`config.mk`:
```
export PLATFORM = sky130hd
export DESIGN_NAME = DataMemoryAdapter_flat
export DESIGN_NICKNAME = d
export VERILOG_FILES = /design/src/hw/CoreTypes.sv /design/src/hw/MemMap.sv /design/src/hw/DataMemoryBus.sv /design/src/hw/DataMemoryAdapter.sv /design/src/flat_wrapper.sv
export SDC_FILE = /design/constraint.sdc
export NUM_CORES = 1
export LEC_CHECK = 0
export ABC_AREA = 0
export BUFFER_PORTS_ARGS = -buffer_cell sky130_fd_sc_hd__buf_2
export CAP_MARGIN = 15
export CORE_MARGIN = 4
export CORE_UTILIZATION = 33
export DETAILED_ROUTE_END_ITERATION = 7
export GPL_ROUTABILITY_DRIVEN = 0
export PLACE_DENSITY_LB_ADDON = 0.1
export SETUP_SLACK_MARGIN = 0.4
export SLEW_MARGIN = 30
export SYNTH_ARGS = -nofsm -noshare
export SYNTH_HDL_FRONTEND = slang
export SYNTH_SLANG_ARGS = --single-unit
```
`constraint.sdc`:
```
create_clock -name vclk -period 1.5
set_input_delay 0 -clock vclk [all_inputs]
set_output_delay 0 -clock vclk [all_outputs]
set_load 0.005 [all_outputs]
```
`src/hw/CoreTypes.sv`:
```
package CoreTypes;

    // Native word of the core, used for both load and store data
    typedef logic [31:0] Data;

    // Byte address as issued by the load/store unit
    typedef logic [31:0] DataAddr;

    typedef enum logic [1:0]
    {
        DataSize_8  = 2'b00, // Byte
        DataSize_16 = 2'b01, // Halfword
        DataSize_32 = 2'b10  // Word
    } DataSize;

    // One bit per byte lane, bit 3 is lane offset 0 (bits 31..24)
    typedef logic [3:0] ByteMask;

endpackage

```
`src/hw/MemMap.sv`:
```
package MemMap;

    localparam int WordOffsetBits = 2;                 // Byte offset bits inside a word
    localparam int ShiftBits = WordOffsetBits + 3;     // Width of a bit shift across a word
    localparam int DefaultMemWords = 256;

    // Lanes are big-endian, so offset 0 sits in the most significant lane
    function automatic logic [WordOffsetBits-1:0] laneIndex(
        input logic [WordOffsetBits-1:0] offset);
        return ~offset;
    endfunction

    // Bit position of the least significant bit of the byte at this offset
    function automatic logic [ShiftBits-1:0] laneShift(
        input logic [WordOffsetBits-1:0] offset);
        return {laneIndex(offset), 3'b000};
    endfunction

endpackage

```
`src/hw/DataMemoryBus.sv`:
```
`timescale 1ns/10ps

interface DataMemoryBus;

    CoreTypes::DataAddr addr;
    CoreTypes::Data     wrData;    // Already steered into its byte lanes
    CoreTypes::ByteMask wrMask;
    logic               wrEnable;
    logic               rdEnable;
    CoreTypes::Data     rdData;    // Whole word, 0 when the read is not performed
    logic               rangeError;

    modport master
    (
        output addr,
        output wrData,
        output wrMask,
        output wrEnable,
        output rdEnable,
        input  rdData,
        input  rangeError
    );

    modport slave
    (
        input  addr,
        input  wrData,
        input  wrMask,
        input  wrEnable,
        input  rdEnable,
        output rdData,
        output rangeError
    );

endinterface

```
`src/hw/DataMemoryAdapter.sv`:
```
`timescale 1ns/10ps

module DataMemoryAdapter
(
    input  CoreTypes::DataAddr i_addr,
    input  CoreTypes::DataSize i_size,
    input  logic               i_unsigned,
    input  logic               i_wrEnable,
    input  CoreTypes::Data     i_wrData,
    input  logic               i_rdEnable,
    output CoreTypes::Data     o_rdData,
    output logic               o_alignError,
    DataMemoryBus.master       bus
);

    logic [MemMap::WordOffsetBits-1:0] offset;
    logic [MemMap::WordOffsetBits-1:0] lowOffset;
    logic [MemMap::ShiftBits-1:0]      shift;
    logic                              aligned;
    logic                              anyEnable;
    CoreTypes::Data                    storeData;
    CoreTypes::ByteMask                baseMask;
    CoreTypes::Data                    rdLane;
    CoreTypes::Data                    extended;

    assign offset    = i_addr[MemMap::WordOffsetBits-1:0];
    assign anyEnable = i_wrEnable | i_rdEnable;

    // The least significant byte of an access sits at its highest offset,
    // so that byte decides the lane shift for data and mask alike
    always_comb
    begin
        aligned   = 1'b0;
        lowOffset = offset;
        storeData = '0;
        baseMask  = '0;

        case (i_size)
            CoreTypes::DataSize_8:
            begin
                aligned   = 1'b1;
                lowOffset = offset;
                storeData = {24'b0, i_wrData[7:0]};
                baseMask  = 4'b0001;
            end

            CoreTypes::DataSize_16:
            begin
                aligned   = ~offset[0];
                lowOffset = offset | 2'b01;
                storeData = {16'b0, i_wrData[15:0]};
                baseMask  = 4'b0011;
            end

            CoreTypes::DataSize_32:
            begin
                aligned   = (offset == '0);
                lowOffset = '1;
                storeData = i_wrData;
                baseMask  = 4'b1111;
            end

            default:
            begin
                aligned = 1'b0; // Unused size code is never a legal access
            end
        endcase
    end

    assign shift = MemMap::laneShift(lowOffset);

    assign bus.addr     = i_addr;
    assign bus.wrData   = storeData << shift;
    assign bus.wrMask   = baseMask << MemMap::laneIndex(lowOffset);
    assign bus.wrEnable = i_wrEnable & aligned;
    assign bus.rdEnable = i_rdEnable & ~i_wrEnable & aligned; // Both enables count as a write

    assign o_alignError = anyEnable & ~aligned;

    assign rdLane = bus.rdData >> shift;

    always_comb
    begin
        case (i_size)
            CoreTypes::DataSize_8:
            begin
                if (i_unsigned)
                    extended = {24'b0, rdLane[7:0]};
                else
                    extended = {{24{rdLane[7]}}, rdLane[7:0]};
            end

            CoreTypes::DataSize_16:
            begin
                if (i_unsigned)
                    extended = {16'b0, rdLane[15:0]};
                else
                    extended = {{16{rdLane[15]}}, rdLane[15:0]};
            end

            default:
            begin
                extended = rdLane; // Word loads need no extension
            end
        endcase
    end

    assign o_rdData = bus.rdEnable ? extended : '0;

endmodule

```
`src/flat_wrapper.sv`:
```
// flat-port wrapper written by rule: the top's interface ports become plain ports
module DataMemoryAdapter_flat 
  (i_addr, i_size, i_unsigned, i_wrEnable, i_wrData, i_rdEnable, o_rdData, o_alignError, bus_addr, bus_wrData, bus_wrMask, bus_wrEnable, bus_rdEnable, bus_rdData, bus_rangeError);
  DataMemoryBus bus_i ();
  input  CoreTypes::DataAddr i_addr;
  input  CoreTypes::DataSize i_size;
  input  logic i_unsigned;
  input  logic i_wrEnable;
  input  CoreTypes::Data i_wrData;
  input  logic i_rdEnable;
  output CoreTypes::Data o_rdData;
  output logic o_alignError;
  output wire logic [$bits(bus_i.addr)-1:0] bus_addr;
  output wire logic [$bits(bus_i.wrData)-1:0] bus_wrData;
  output wire logic [$bits(bus_i.wrMask)-1:0] bus_wrMask;
  output wire logic [$bits(bus_i.wrEnable)-1:0] bus_wrEnable;
  output wire logic [$bits(bus_i.rdEnable)-1:0] bus_rdEnable;
  input wire logic [$bits(bus_i.rdData)-1:0] bus_rdData;
  input wire logic [$bits(bus_i.rangeError)-1:0] bus_rangeError;
  assign bus_addr = bus_i.addr;
  assign bus_wrData = bus_i.wrData;
  assign bus_wrMask = bus_i.wrMask;
  assign bus_wrEnable = bus_i.wrEnable;
  assign bus_rdEnable = bus_i.rdEnable;
  assign bus_i.rdData = bus_rdData;
  assign bus_i.rangeError = bus_rangeError;
  DataMemoryAdapter u_core (.i_addr(i_addr), .i_size(i_size), .i_unsigned(i_unsigned), .i_wrEnable(i_wrEnable), .i_wrData(i_wrData), .i_rdEnable(i_rdEnable), .o_rdData(o_rdData), .o_alignError(o_alignError), .bus(bus_i));
endmodule
```
# == Word-level counts from Yosys, hierarchy flattened ==
# Index checks and enable logic that the tools add are counted.
# word_totals
regBits,0
input_bits,102
word_cells,24
# op_classes
n_eq_ne,2
shift,3
muxes,8
bitwise_logic,9
reduce_logical,2
# op_table
op,n
32-bit 2-to-1 mux,3
32-bit case mux with 3 select lines,1
32-bit case mux with 2 select lines,1
32-bit by 5-bit << shifter with 32-bit output,1
32-bit by 5-bit right shift with 32-bit output,1
4-bit case mux with 3 select lines,1
1-bit bitwise AND,4
2-bit logical NOT,2
2-bit case mux with 2 select lines,1
4-bit by 2-bit << shifter with 4-bit output,1
1-bit inverter,3
1-bit case mux with 3 select lines,1
2-bit by 1-bit == test with 1-bit output (second input constant),1
2-bit == test (second input constant),1
2-bit inverter,1
1-bit OR,1

# == Depth between registers and ports, before layout ==
# logic_depth
word_depth,7
depth_mapped,8
depth_no_buf,6

# == Worst setup path before layout ==
# Ideal clock, no wire load.
# synth_timing
kind,input -> output
from,input i_size[0]
to,output o_rdData[29]
t_arrival_ns,1.468
required_time_ns,1.500
slack_ns,0.032
stages,8
path_cell_list,inv_1 > ha_1 > or2_0 > buf_2 > mux4_2 > nand3b_1 > buf_2 > a31oi_1
# synth_via
elab_chain_cells,7
elab_cells_between_ends,12
cone_classes,2 x eq/ne; 1 x shift; 6 x mux; 2 x bitwise; 1 x reduce/logical
# synth_rtl
item,line,source
"start, declared",flat_wrapper.sv:6,input CoreTypes::DataSize i_size;
2-bit == test / 2-bit by 1-bit == test with 1-bit output (equally long branches),"DataMemoryAdapter.sv:38, DataMemoryAdapter.sv:84",
2-bit case mux with 2 select lines,DataMemoryAdapter.sv:38,case (i_size)
2-bit inverter,MemMap.sv:10,return ~offset;
32-bit by 5-bit right shift with 32-bit output,DataMemoryAdapter.sv:80,assign rdLane = bus.rdData >> shift;
32-bit 2-to-1 mux (on tied branches),"DataMemoryAdapter.sv:95, DataMemoryAdapter.sv:87",
32-bit case mux with 2 select lines,DataMemoryAdapter.sv:84,case (i_size)
32-bit 2-to-1 mux *,DataMemoryAdapter.sv:108,assign o_rdData = bus.rdEnable ? extended : '0;
"end, declared",flat_wrapper.sv:11,output CoreTypes::Data o_rdData;
# Every way passes the cells marked *; elsewhere a longest branch is shown, timed or not.

# == Final worst setup path ==
# layout_timing
from,input i_size[0]
to,output o_rdData[23]
# Same word-level chain as after synthesis.

==> results.md <==
* Outcome: finished, violations left
* Failing checks: setup timing
* Net Sw Power at 539 uW
* Pwr Density at 321 nW/um^2
* Yosys top cell area share at 0.132
* Worst path required time at 1500 ps
* Vias in the first global route at 2753
* Per-cell routed wire length at approximately 18 um
* Leak at roughly 1.8 nW
* Worst setup endpoint: o_rdData[23]
* Maxcap violations at 0
* Hold Violations, Final at 0
* Crit. End Element: primary output
* Final instance area at 3590 sq um
* Arrival time worst endpoint at 1760 ps
* Worst-Margin Slew at approximately 450 ps
* CP Launch Point: i_size[0]
* Seq/Total Area, Yosys at 0
* Max FO, Critical Path at 8
* Setup violators final at 58
* Hold crit path type: in2out
* Initial antenna violation count at 0
* Via density at 5.42
* Fin crit share at 1.17
* Die Width at roughly 82 um
* FMAX at ~0.57 GHz
* # nets final at 576
* Cell Rows at 26
* Post-synth top area cell: buf_4
* First-pass GRT wire length at 13100 um
* DP Wirelength at 6110 um
* Die H at 82.3 um
* I/O pin cnt at between 200 and 250
* Largest net degree at the start of global routing at 34
* Hold slack at 0.00170 ps
* Final ANT Viol Nets at 0
* Drt pass-1 iters at 5
* Flop pwr share at 0
* Final Core Density at 0.686
* Syn. warnings at 0
* PnR worst setup slack at -256 ps
* Mean Syn Cell Area at approximately 6.0 sq um
* Port buffer count at approximately 140
* Total GRT Usage at 0.238
* Pre-CTS setup slack at -368 ps
* Sw Ratio at 0.468
* Cells taking the most area after synthesis: buf_4, nand2_1, o21ai_0
* Crit path launch type: input pin
* # diodes at 0
* Grt total ovfl at 0
* Storage cell area at 0 sq um
* DP Area at about 2700 sq um
* Post-Syn Nets at 408
* Initial Util at 0.348
* Final min period at 1760 ps
* Drt drc at 0
* Max VDD drop at approximately 0.00019 V
* Unrepaired setup endpoints after global routing: yes
* Worst setup path class: in2out
* Int Power at 612 uW
* Drt total wl at 9480 um
* Max-slew violation count at 0
* Synth Instances at 301
* DR iter-0 viols at between 150 and 200
* Core area at 5240 sq um
* Share of cells above drive strength 1 at 0.664
* Num sequential at 0
* Comb pwr share at 1.000
* Mapped Area at 1820 sq um
* Full die area at between 6000 and 7000 sq um
* # clk buffers at 0
* Rel. slew slack at 0.696
* Setup TNS at -7980 ps
* Area Overhead vs Synth at 97.3%
* Clock network power share at 0
* Netlist cell types at 34
* Hold_buf cts at 0
* Via count at 2913
* Top-count cell post-synth: nand2_1
* Synth cell count leaders: nand2_1, buf_4, o21ai_0
-- layer usage --
layer | GRT usage | vias to the layer above | wire length [um]
li1 | - | 1382 | -
met1 | 0.287 | 1326 | 3480
met2 | 0.428 | 171 | 4840
met3 | 0.0521 | 34 | 891
met4 | 0.0532 | 0 | 264
met5 | 0 | - | 0
-- kinds of logic (layout without fill, tap and decap cells) --
kind of cell    Yosys count  after routing  share of synthesized area
mux                       9              9                     0.0619
compound gates           95             95                      0.345
simple gates            130            130                      0.351
fa+ha+maj                 5              5                     0.0344
buf+inv                  62            228                      0.208
-- worst max-delay path, cell delays in order --
cell,delay [ps]
buf_8,80
buf_4,100
buf_6,110
ha_4,140
inv_2,40
a21o_1,160
a2111o_1,490
buf_4,200
clkbuf_16,150
a31oi_1,160
buf_2,140
-- power by group through the flow --
| stage | clock network, mW | logic [mW] | registers [mW] |
|---|---|---|---|
| after floorplan | 0 | 0.482 | 0 |
| after global placement | 0 | 0.797 | 0 |
| after detailed placement | 0 | 0.797 | 0 |
| after CTS | 0 | 1.02 | 0 |
| after global routing | 0 | 1.24 | 0 |
| final | 0 | 1.15 | 0 |
-- timing repair --
| item | in CTS | in global routing |
|---|---|---|
| buffers inserted | 16 | 12 |
| cloned | 5 | 4 |
| pin swaps | 44 | 20 |
| setup endpoints to repair | 69 | 70 |
| resized for setup | 85 | 38 |
| endpoints found under the hold margin | 0 | 0 |
-- metrics by stage --
stage	instances	total power [mW]
floorplan	301	0.482
CTS	521	1.02
detailed placement	500	0.797
global route	537	1.24
global placement	500	0.797
finish	537	1.15
-- area by class of cell --
class,instances,area [sq um]
fill,447,1650
inverter,6,31.3
multi-input combinational,239,1780
tap,70,87.6
timing repair buffer,222,1690
-- cells in the final DEF, fill, tap and decap left out, drive strengths merged --
master / count
o21bai: 1
a2111o: 1
bufbuf: 2
a21oi: 19
clkbuf: 3
nor2: 20
inv: 5
a311oi: 7
nor4: 2
nor3: 5
buf: 217
or3b: 8
nand3b: 1
a21o: 9
nand2: 57
o21ai: 26
nand3: 8
a31oi: 16
nand2b: 1
mux4: 1
and3: 15
a22oi: 16
or2: 3
ha: 5
and2: 9
mux2: 8
nor2b: 1
clkinvlp: 1
-- worst min-delay path by stage --
stage | startpoint | endpoint | depth (start not counted)
floorplan | i_addr[0] | bus_addr[0] | 1
global placement | i_addr[10] | bus_addr[10] | 0
detailed placement | i_addr[10] | bus_addr[10] | 0
CTS | i_addr[10] | bus_addr[10] | 0
global route | i_addr[31] | bus_addr[31] | 0
finish | i_addr[17] | bus_addr[17] | 0
Note: power is estimated with default switching activity, not from simulation.
